**config.mk**
```make
export PLATFORM = sky130hd
export DESIGN_NAME = mFpAddSub
export DESIGN_NICKNAME = d
export VERILOG_FILES = /design/src/fpAddSubPkg.sv /design/src/mFpDelayLine.sv /design/src/mFpUnpack.sv /design/src/mFpAlign.sv /design/src/mFpNormRound.sv /design/src/mFpPack.sv /design/src/mFpAddSub.sv
export SDC_FILE = /design/constraint.sdc
export NUM_CORES = 1
export LEC_CHECK = 0
export BUFFER_PORTS_ARGS = -buffer_cell sky130_fd_sc_hd__buf_2
export CAP_MARGIN = 30
export CELL_PAD_IN_SITES_DETAIL_PLACEMENT = 0
export CELL_PAD_IN_SITES_GLOBAL_PLACEMENT = 2
export CORE_UTILIZATION = 45
export CTS_BUF_LIST = sky130_fd_sc_hd__clkbuf_2 sky130_fd_sc_hd__clkbuf_4 sky130_fd_sc_hd__clkbuf_8
export CTS_CLUSTER_DIAMETER = 150
export CTS_CLUSTER_SIZE = 24
export DETAILED_ROUTE_END_ITERATION = 6
export PLACE_DENSITY_LB_ADDON = 0.3
export SLEW_MARGIN = 20
export SYNTH_ARGS = -nofsm -noshare
export SYNTH_HDL_FRONTEND = slang
export SYNTH_HIERARCHICAL = 1
export SYNTH_SLANG_ARGS = --single-unit
```
**constraint.sdc**
```tcl
create_clock -name i_Clk -period 7.7 [get_ports i_Clk]
set_input_delay 0.77 -clock i_Clk [delete_from_list [all_inputs] [get_ports i_Clk]]
set_output_delay 0.77 -clock i_Clk [all_outputs]
set_load 0.01 [all_outputs]
```
**src/fpAddSubPkg.sv**
```systemverilog
// --------------------------------------------------------------------------
// Shared types and constants for the pipelined floating-point adder
// --------------------------------------------------------------------------
`default_nettype none

package fpAddSubPkg;

	// Operand class after decode, subnormals land in Zero
	typedef enum logic [1:0]
	{
		Norm = 2'd0,
		Zero = 2'd1,
		Inf  = 2'd2,
		Nan  = 2'd3
	} tFpClass;

	// Carried from unpack to pack alongside the datapath
	typedef struct packed
	{
		logic    cValid;      // Stage valid
		logic    isSpecial;   // Result bypasses the datapath
		tFpClass specialKind; // Forced result class
		logic    specialSign;
	} tSpecialInfo;

	// Guard, round and sticky below the mantissa LSB
	localparam int cGuardBits = 3;

	// Enabled cycles from accept to o_Valid
	localparam int cLatency = 6;

	// Special info travels through align and normalize/round
	localparam int cInfoDepth = 4;

endpackage

`default_nettype wire

```
**src/mFpDelayLine.sv**
```systemverilog
// --------------------------------------------------------------------------
// Enable-qualified register chain for an arbitrary payload type
// --------------------------------------------------------------------------
`default_nettype none

module mFpDelayLine
#(
	parameter type tPayload = logic,
	parameter int pDepth = 2
)
(
	input logic i_Clk,
	input logic i_ARst,
	input logic i_ClkEn,
	input tPayload i_Data,
	output tPayload o_Data
);
	tPayload rStage [pDepth];

	// Cleared on reset so any valid bit inside drops
	always_ff @(posedge i_Clk or posedge i_ARst)
	begin
		if (i_ARst)
		begin
			for (int i = 0; i < pDepth; i++)
				rStage[i] <= '0;
		end
		else if (i_ClkEn)
		begin
			rStage[0] <= i_Data;
			for (int i = 1; i < pDepth; i++)
				rStage[i] <= rStage[i-1];
		end
	end

	assign o_Data = rStage[pDepth-1];

endmodule

`default_nettype wire

```
**src/mFpUnpack.sv**
```systemverilog
// --------------------------------------------------------------------------
// Input stage: field split, classify, magnitude order, exponent difference
// --------------------------------------------------------------------------
`default_nettype none

module mFpUnpack
	import fpAddSubPkg::*;
#(
	parameter int pExpW = 8,
	parameter int pManW = 23,
	localparam int cWordW = pExpW + pManW + 1,
	localparam int cSigW = pManW + 1 + cGuardBits,
	localparam int cDistW = $clog2(cSigW + 1)
)
(
	input logic i_Clk,
	input logic i_ARst,
	input logic i_ClkEn,
	input logic i_Valid,
	input logic i_SubNotAdd,
	input logic [cWordW-1:0] i_OpA,
	input logic [cWordW-1:0] i_OpB,
	output logic [cSigW-1:0] o_SigLarge,
	output logic [cSigW-1:0] o_SigSmall,
	output logic [pExpW-1:0] o_ExpLarge,
	output logic [cDistW-1:0] o_ShiftDist,
	output logic o_Sign,
	output logic o_EffSub,
	output tSpecialInfo o_Info
);
	logic signA, signB;
	logic [pExpW-1:0] expA, expB, expDiff;
	tFpClass classA, classB;
	logic normA, normB;
	logic [cSigW-1:0] sigA, sigB;
	logic aLarger, effSub;
	tSpecialInfo info;

	function automatic tFpClass classifyOp(
		input logic [pExpW-1:0] exp,
		input logic [pManW-1:0] man
	);
		if (exp == '0)
			return Zero; // Subnormal flushed
		else if (exp != '1)
			return Norm;
		else if (man != '0)
			return Nan;
		else
			return Inf;
	endfunction

	assign signA = i_OpA[cWordW-1];
	assign signB = i_OpB[cWordW-1] ^ i_SubNotAdd; // B as seen by an add
	assign expA = i_OpA[cWordW-2:pManW];
	assign expB = i_OpB[cWordW-2:pManW];
	assign classA = classifyOp(expA, i_OpA[pManW-1:0]);
	assign classB = classifyOp(expB, i_OpB[pManW-1:0]);
	assign normA = (classA == Norm);
	assign normB = (classB == Norm);

	// Hidden bit only for normals, zeros carry an empty significand
	assign sigA = {normA, i_OpA[pManW-1:0] & {pManW{normA}}, {cGuardBits{1'b0}}};
	assign sigB = {normB, i_OpB[pManW-1:0] & {pManW{normB}}, {cGuardBits{1'b0}}};

	// Exponent first, then significand
	assign aLarger = {expA, sigA} >= {expB, sigB};
	assign expDiff = aLarger ? expA - expB : expB - expA;
	assign effSub = signA ^ signB;

	always_comb
	begin
		info = '0;
		info.cValid = i_Valid;
		info.specialKind = Norm;
		if (classA == Nan || classB == Nan || (classA == Inf && classB == Inf && effSub))
		begin
			info.isSpecial = 1'b1;
			info.specialKind = Nan;
		end
		else if (classA == Inf || classB == Inf)
		begin
			info.isSpecial = 1'b1;
			info.specialKind = Inf;
			info.specialSign = (classA == Inf) ? signA : signB;
		end
		else if (classA == Zero && classB == Zero)
		begin
			// Negative only when both zeros are negative after the op
			info.isSpecial = 1'b1;
			info.specialKind = Zero;
			info.specialSign = signA & signB;
		end
	end

	always_ff @(posedge i_Clk or posedge i_ARst)
	begin
		if (i_ARst)
			o_Info <= '0;
		else if (i_ClkEn)
			o_Info <= info;
	end

	always_ff @(posedge i_Clk)
	begin
		if (i_ClkEn)
		begin
			o_SigLarge <= aLarger ? sigA : sigB;
			o_SigSmall <= aLarger ? sigB : sigA;
			o_ExpLarge <= aLarger ? expA : expB;
			o_Sign <= aLarger ? signA : signB;
			o_EffSub <= effSub;
			// Anything past the significand width is all sticky
			o_ShiftDist <= (expDiff > cSigW) ? cDistW'(cSigW) : cDistW'(expDiff);
		end
	end

endmodule

`default_nettype wire

```
**src/mFpAlign.sv**
```systemverilog
// --------------------------------------------------------------------------
// Alignment shift with sticky collapse, then significand add or subtract
// --------------------------------------------------------------------------
`default_nettype none

module mFpAlign
	import fpAddSubPkg::*;
#(
	parameter int pExpW = 8,
	parameter int pManW = 23,
	localparam int cSigW = pManW + 1 + cGuardBits,
	localparam int cDistW = $clog2(cSigW + 1)
)
(
	input logic i_Clk,
	input logic i_ClkEn,
	input logic [cSigW-1:0] i_SigLarge,
	input logic [cSigW-1:0] i_SigSmall,
	input logic [cDistW-1:0] i_ShiftDist,
	input logic i_EffSub,
	output logic [cSigW:0] o_Sum
);
	logic [2*cSigW-1:0] padded;
	logic sticky;
	logic [cSigW-1:0] shiftedQ;
	logic [cSigW-1:0] largeQ;
	logic effSubQ;

	if (pExpW < 2 || pManW < 2)
	begin : gWidthCheck
		$error("mFpAlign: exponent and mantissa need at least two bits each");
	end

	// Lower half catches every bit shifted out
	assign padded = {i_SigSmall, {cSigW{1'b0}}} >> i_ShiftDist;
	assign sticky = |padded[cSigW-1:0];

	// First cycle, aligned operand with sticky folded into the LSB
	always_ff @(posedge i_Clk)
	begin
		if (i_ClkEn)
		begin
			shiftedQ <= padded[2*cSigW-1:cSigW] | cSigW'(sticky);
			largeQ <= i_SigLarge;
			effSubQ <= i_EffSub;
		end
	end

	// Second cycle, larger magnitude first so the difference stays positive
	always_ff @(posedge i_Clk)
	begin
		if (i_ClkEn)
		begin
			if (effSubQ)
				o_Sum <= {1'b0, largeQ} - {1'b0, shiftedQ};
			else
				o_Sum <= {1'b0, largeQ} + {1'b0, shiftedQ};
		end
	end

endmodule

`default_nettype wire

```
**src/mFpNormRound.sv**
```systemverilog
// --------------------------------------------------------------------------
// Leading-zero normalization and round to nearest even
// --------------------------------------------------------------------------
`default_nettype none

module mFpNormRound
	import fpAddSubPkg::*;
#(
	parameter int pExpW = 8,
	parameter int pManW = 23,
	localparam int cSigW = pManW + 1 + cGuardBits,
	localparam int cLzW = $clog2(cSigW + 1)
)
(
	input logic i_Clk,
	input logic i_ClkEn,
	input logic [cSigW:0] i_Sum,
	input logic [pExpW-1:0] i_ExpLarge,
	input logic i_Sign,
	output logic [pManW-1:0] o_Mant,
	output logic signed [pExpW+1:0] o_ExpWide,
	output logic o_IsZero,
	output logic o_Sign
);
	logic [cLzW-1:0] lzCount;
	logic signed [pExpW+1:0] expExt, lzExt, normExp, normExpQ;
	logic [cSigW-1:0] normSig, normSigQ;
	logic signQ, zeroQ;
	logic guardBit, restBits, lsbBit, roundUp;
	logic [pManW:0] mantRnd;

	// Position of the highest set bit below the carry
	always_comb
	begin
		lzCount = cLzW'(cSigW);
		for (int i = 0; i < cSigW; i++)
			if (i_Sum[i])
				lzCount = cLzW'(cSigW - 1 - i);
	end

	assign expExt = {2'b00, i_ExpLarge};
	assign lzExt = (pExpW + 2)'(lzCount);

	always_comb
	begin
		if (i_Sum[cSigW])
		begin
			// Carry out, one right shift keeping the lost bit as sticky
			normSig = {i_Sum[cSigW:2], i_Sum[1] | i_Sum[0]};
			normExp = expExt + 1;
		end
		else
		begin
			normSig = i_Sum[cSigW-1:0] << lzCount;
			normExp = expExt - lzExt;
		end
	end

	always_ff @(posedge i_Clk)
	begin
		if (i_ClkEn)
		begin
			normSigQ <= normSig;
			normExpQ <= normExp;
			zeroQ <= (i_Sum == '0);
			signQ <= i_Sign;
		end
	end

	// Guard, then round and sticky collapsed, ties go to the even LSB
	assign guardBit = normSigQ[cGuardBits-1];
	assign restBits = |normSigQ[cGuardBits-2:0];
	assign lsbBit = normSigQ[cGuardBits];
	assign roundUp = guardBit & (restBits | lsbBit);
	assign mantRnd = {1'b0, normSigQ[cSigW-2:cGuardBits]} + (pManW + 1)'(roundUp);

	always_ff @(posedge i_Clk)
	begin
		if (i_ClkEn)
		begin
			o_Mant <= mantRnd[pManW-1:0]; // All zeros on rollover
			o_ExpWide <= mantRnd[pManW] ? normExpQ + 1 : normExpQ;
			o_IsZero <= zeroQ;
			o_Sign <= signQ;
		end
	end

endmodule

`default_nettype wire

```
**src/mFpPack.sv**
```systemverilog
// --------------------------------------------------------------------------
// Output stage: special results, range flags and result packing
// --------------------------------------------------------------------------
`default_nettype none

module mFpPack
	import fpAddSubPkg::*;
#(
	parameter int pExpW = 8,
	parameter int pManW = 23,
	localparam int cWordW = pExpW + pManW + 1
)
(
	input logic i_Clk,
	input logic i_ARst,
	input logic i_ClkEn,
	input tSpecialInfo i_Info,
	input logic [pManW-1:0] i_Mant,
	input logic signed [pExpW+1:0] i_ExpWide,
	input logic i_IsZero,
	input logic i_Sign,
	output logic o_Valid,
	output logic [cWordW-1:0] o_Result,
	output logic o_Nan,
	output logic o_Overflow,
	output logic o_Underflow
);
	localparam logic [pExpW-1:0] cExpOnes = '1;
	localparam logic [cWordW-1:0] cQuietNan = {1'b0, cExpOnes, 1'b1, {(pManW-1){1'b0}}};

	logic [cWordW-1:0] result;
	logic nanFlag, ovfFlag, udfFlag;

	always_comb
	begin
		result = {i_Sign, i_ExpWide[pExpW-1:0], i_Mant};
		nanFlag = 1'b0;
		ovfFlag = 1'b0;
		udfFlag = 1'b0;
		if (i_Info.isSpecial)
		begin
			case (i_Info.specialKind)
				Nan:
				begin
					result = cQuietNan;
					nanFlag = 1'b1;
				end
				Inf:
					result = {i_Info.specialSign, cExpOnes, {pManW{1'b0}}};
				default:
					result = {i_Info.specialSign, {(pExpW + pManW){1'b0}}};
			endcase
		end
		else if (i_IsZero)
			result = '0; // Exact cancellation gives +0
		else if (i_ExpWide >= $signed({2'b00, cExpOnes}))
		begin
			result = {i_Sign, cExpOnes, {pManW{1'b0}}};
			ovfFlag = 1'b1;
		end
		else if (i_ExpWide <= 0)
		begin
			result = {i_Sign, {(pExpW + pManW){1'b0}}};
			udfFlag = 1'b1;
		end
	end

	always_ff @(posedge i_Clk or posedge i_ARst)
	begin
		if (i_ARst)
		begin
			o_Valid <= 1'b0;
			o_Nan <= 1'b0;
			o_Overflow <= 1'b0;
			o_Underflow <= 1'b0;
		end
		else if (i_ClkEn)
		begin
			o_Valid <= i_Info.cValid;
			o_Nan <= nanFlag & i_Info.cValid;
			o_Overflow <= ovfFlag & i_Info.cValid;
			o_Underflow <= udfFlag & i_Info.cValid;
		end
	end

	always_ff @(posedge i_Clk)
	begin
		if (i_ClkEn)
			o_Result <= result;
	end

endmodule

`default_nettype wire

```
**src/mFpAddSub.sv**
```systemverilog
// --------------------------------------------------------------------------
// Pipelined floating-point adder/subtractor top level
// --------------------------------------------------------------------------
`default_nettype none

module mFpAddSub
	import fpAddSubPkg::*;
#(
	parameter int pExpW = 8,
	parameter int pManW = 23,
	localparam int cWordW = pExpW + pManW + 1,
	localparam int cSigW = pManW + 1 + cGuardBits,
	localparam int cDistW = $clog2(cSigW + 1)
)
(
	input logic i_Clk,
	input logic i_ARst,
	input logic i_ClkEn,
	input logic i_Valid,
	input logic i_SubNotAdd,
	input logic [cWordW-1:0] i_OpA,
	input logic [cWordW-1:0] i_OpB,
	output logic o_Valid,
	output logic [cWordW-1:0] o_Result,
	output logic o_Nan,
	output logic o_Overflow,
	output logic o_Underflow
);
	localparam int cAlignDepth = 2;

	logic [cSigW-1:0] sigLarge, sigSmall;
	logic [pExpW-1:0] expLarge;
	logic [cDistW-1:0] shiftDist;
	logic sign, effSub;
	tSpecialInfo infoUnpack, infoPack;
	logic [cSigW:0] sum;
	logic [pExpW+1:0] expSignDly; // Sign, effective subtract, larger exponent
	logic [pManW-1:0] mant;
	logic signed [pExpW+1:0] expWide;
	logic isZero, signRound;

	// Unpack, align, normalize/round and pack must add up to the latency
	if (1 + cAlignDepth + 2 + 1 != cLatency || cAlignDepth + 2 != cInfoDepth)
	begin : gDepthCheck
		$error("mFpAddSub: stage depths disagree with the latency constants");
	end

	mFpUnpack #(.pExpW(pExpW), .pManW(pManW)) uUnpack
	(
		.i_Clk(i_Clk), .i_ARst(i_ARst), .i_ClkEn(i_ClkEn),
		.i_Valid(i_Valid), .i_SubNotAdd(i_SubNotAdd),
		.i_OpA(i_OpA), .i_OpB(i_OpB),
		.o_SigLarge(sigLarge), .o_SigSmall(sigSmall),
		.o_ExpLarge(expLarge), .o_ShiftDist(shiftDist),
		.o_Sign(sign), .o_EffSub(effSub), .o_Info(infoUnpack)
	);

	mFpAlign #(.pExpW(pExpW), .pManW(pManW)) uAlign
	(
		.i_Clk(i_Clk), .i_ClkEn(i_ClkEn),
		.i_SigLarge(sigLarge), .i_SigSmall(sigSmall),
		.i_ShiftDist(shiftDist), .i_EffSub(effSub),
		.o_Sum(sum)
	);

	mFpDelayLine #(.tPayload(logic [pExpW+1:0]), .pDepth(cAlignDepth)) uExpDelay
	(
		.i_Clk(i_Clk), .i_ARst(i_ARst), .i_ClkEn(i_ClkEn),
		.i_Data({sign, effSub, expLarge}),
		.o_Data(expSignDly)
	);

	mFpDelayLine #(.tPayload(tSpecialInfo), .pDepth(cInfoDepth)) uInfoDelay
	(
		.i_Clk(i_Clk), .i_ARst(i_ARst), .i_ClkEn(i_ClkEn),
		.i_Data(infoUnpack),
		.o_Data(infoPack)
	);

	mFpNormRound #(.pExpW(pExpW), .pManW(pManW)) uNormRound
	(
		.i_Clk(i_Clk), .i_ClkEn(i_ClkEn),
		.i_Sum(sum),
		.i_ExpLarge(expSignDly[pExpW-1:0]),
		.i_Sign(expSignDly[pExpW+1]),
		.o_Mant(mant), .o_ExpWide(expWide),
		.o_IsZero(isZero), .o_Sign(signRound)
	);

	mFpPack #(.pExpW(pExpW), .pManW(pManW)) uPack
	(
		.i_Clk(i_Clk), .i_ARst(i_ARst), .i_ClkEn(i_ClkEn),
		.i_Info(infoPack), .i_Mant(mant), .i_ExpWide(expWide),
		.i_IsZero(isZero), .i_Sign(signRound),
		.o_Valid(o_Valid), .o_Result(o_Result),
		.o_Nan(o_Nan), .o_Overflow(o_Overflow), .o_Underflow(o_Underflow)
	);

endmodule

`default_nettype wire

```
==> metrics <==
placed cell count=about 2400; Final Critical Period=approximately 4300 ps; Peak supply drop=~0.0001 V; Die X=roughly 210 um; status=finished clean; WL met3=around 1800 um; Syn Area/Cell=10.61 sq um; CTS tree=built; Core Rows=74; Vias/cell=a little under 6; clk_lat worst skew=just under 600 ps; Finished Cell Area=about 20000 sq um; CTS H-tree lvls=1; Setup Skew=between 30 and 40 ps; RSZ-0062 raised after global routing=false; CTS Sinks=between 200 and 300; fillcell total=3778; clock buffer depth=3; Clock Pin Slew Worst Setup and Hold Paths=approximately 120 ps; DR WL/cell=approximately 20 um; Post-DRT Antenna Nets=0; Nets=1985; Root Buffer=clkbuf_8; FMAX=between 200 and 250 MHz; Worst Hold Class=in -> async; initial antenna violation count=0; WHS=190.7 ps; Pwr Total=slightly above 5000 uW; WP data required=between 8000 and 9000 ps; DRT Pass-1 Iters=6; critical path class=in -> reg; I/O pin cnt=around 110; Startpoint Class=input port; Layout Cells excl Fill=about 2400; Ys Warns=6; Initial Util=a little under half; max-slew violation count=0; Post-CTS Setup Repair Bufs=0; final-report setup violation count=0; gpl congestion=about 0.92; All-Layer GR Usage=between 20% and 30%; Leak=0.007916 uW; Crit Path Max Fanout=slightly below 70; Post-DP Area=19810 sq um; core area=between 40000 and 50000 sq um; Final Hold Fails=0; actual slew at the worst max-slew pin=885.5 ps; TritonCTS Buffers=16; Slew headroom=40.96%; DRT iter0 DRCs=around 1100; Area Growth Syn to Fin=5.999%; mapped cell area=around 19000 sq um; Final period util=56.34%; wl on met1=20200 um; Reg2Reg Setup Slack=between 3000 and 4000 ps; uppermost routed layer=met4; share of cells above drive strength 1=between 15 and 20%; DIE AREA=approximately 43000 sq um; Critical Path AT=roughly 4700 ps; die height=approximately 210 um; hold_buf cts=0; Power Dens Cells=between 200 and 300 nW/um^2; CP endpoint kind=register; cells resized by post-CTS repair=0; DR vias=~14000; number of global-route vias before repair=approximately 13000; GRT Residual Overflow=0; Setup TNS=0 ps; Port Buffer Count=about 100; Synth Instances=~1800; Max Cap Violations=0; metal2 WL=23190 um; routed wire length=46530 um; Detail Placement HPWL=35980 um; drt drc=0; largest net degree at the start of global routing=roughly 110; first-pass GRT wire length=72860 um
[area by class of cell]
class	instances	area, sq um	share of cell area [%]
Clock inverter	1	16.27	0.08076
Tap cell	532	665.6	3.305
Timing Repair Buffer	127	713.2	3.541
Clock buffer	27	309.0	1.534
Inverter	92	345.3	1.715
Sequential cell	298	8713	43.26
Antenna cell	1	2.502	0.01242
Multi-Input combinational cell	1301	9375	46.55
[metrics by stage]
step | util, % | setup WS [ps]
after CTS | 48.88 | 3390
after global placement | 48.03 | 2805
final | 48.88 | 3362
after global routing | 48.88 | 3182
after detailed placement | 48.09 | 2772
after floorplan | - | 3739
[worst max-delay path, cell delays in order]
cell and delay [ps]:
buf_2 120, nor4_1 590, a21oi_1 150, buf_4 240
and2_1 210, ha_1 310, a21o_1 190, a221oi_2 230
o31ai_1 190, a221o_2 480, nor2_4 110, buf_4 500
nor3_1 140, a21o_1 240, and3_1 160
[cells in the final DEF, fill, tap and decap left out, drive strengths merged, types with 35 or more instances in the layout]
master / instances
inv: 92
nand2: 183
nor2: 137
mux2i: 36
xnor2: 59
edfxtp: 251
dfrtp: 47
o21ai: 134
nor3: 51
nand3: 35
a21oi: 76
buf: 127
ha: 76
mux2: 64
[path summary, 6_finish.rpt]
kind | endpoint | startpoint | depth (start not counted)
min reg2reg | uAlign/largeQ[17]$_DFFE_PP_ | uUnpack/o_SigLarge[17]$_DFFE_PP_ | 0
max reg2reg | uAlign/o_Sum[24]$_DFFE_PP_ | uAlign/shiftedQ[3]$_DFFE_PP_ | 15
max in group asynchronous | uInfoDelay/rStage[9]$_DFFE_PP0P_ | i_ARst | 2
min | uPack/o_Underflow$_DFFE_PP0P_ | i_ARst | 2
min in group i_Clk | uAlign/largeQ[17]$_DFFE_PP_ | uUnpack/o_SigLarge[17]$_DFFE_PP_ | 0
max | uUnpack/o_ShiftDist[2]$_SDFFCE_PN0P_ | i_OpA[26] | 15
[routing by layer]
metal | GRT usage (%) | up-vias
met2 | 38.09 | 378
li1 | - | 6734
met1 | 27.07 | 6569
met5 | 0 | -
met4 | 6.485 | 0
met3 | 1.861 | 74
[report_power, final]
group | internal [uW] | total [uW] | switching (uW)
logic | 787 | 1900 | 1120
clock network | 262 | 747 | 486
registers | 2140 | 2430 | 289
total | 3190 | 5080 | 1890
[registers in the layout, summed over array words and instances, names as in the netlist, 5 cells and up]
| register | flops |
|---|---|
| uNormRound/normSigQ | 26 |
| uInfoDelay/o_Data | 5 |
| uUnpack/o_ExpLarge | 8 |
| uUnpack/o_Info | 5 |
| uNormRound/o_ExpWide | 10 |
| uAlign/o_Sum | 28 |
| uExpDelay/o_Data | 9 |
| uUnpack/o_SigSmall | 24 |
| uPack/o_Result | 32 |
| uAlign/largeQ | 27 |
| uUnpack/o_ShiftDist | 5 |
| uInfoDelay/rStage | 15 |
| uNormRound/o_Mant | 23 |
| uAlign/shiftedQ | 27 |
| uExpDelay/rStage | 9 |
| uNormRound/normExpQ | 10 |
| uUnpack/o_SigLarge | 24 |
No activity file was read; power rests on OpenSTA's default activity.
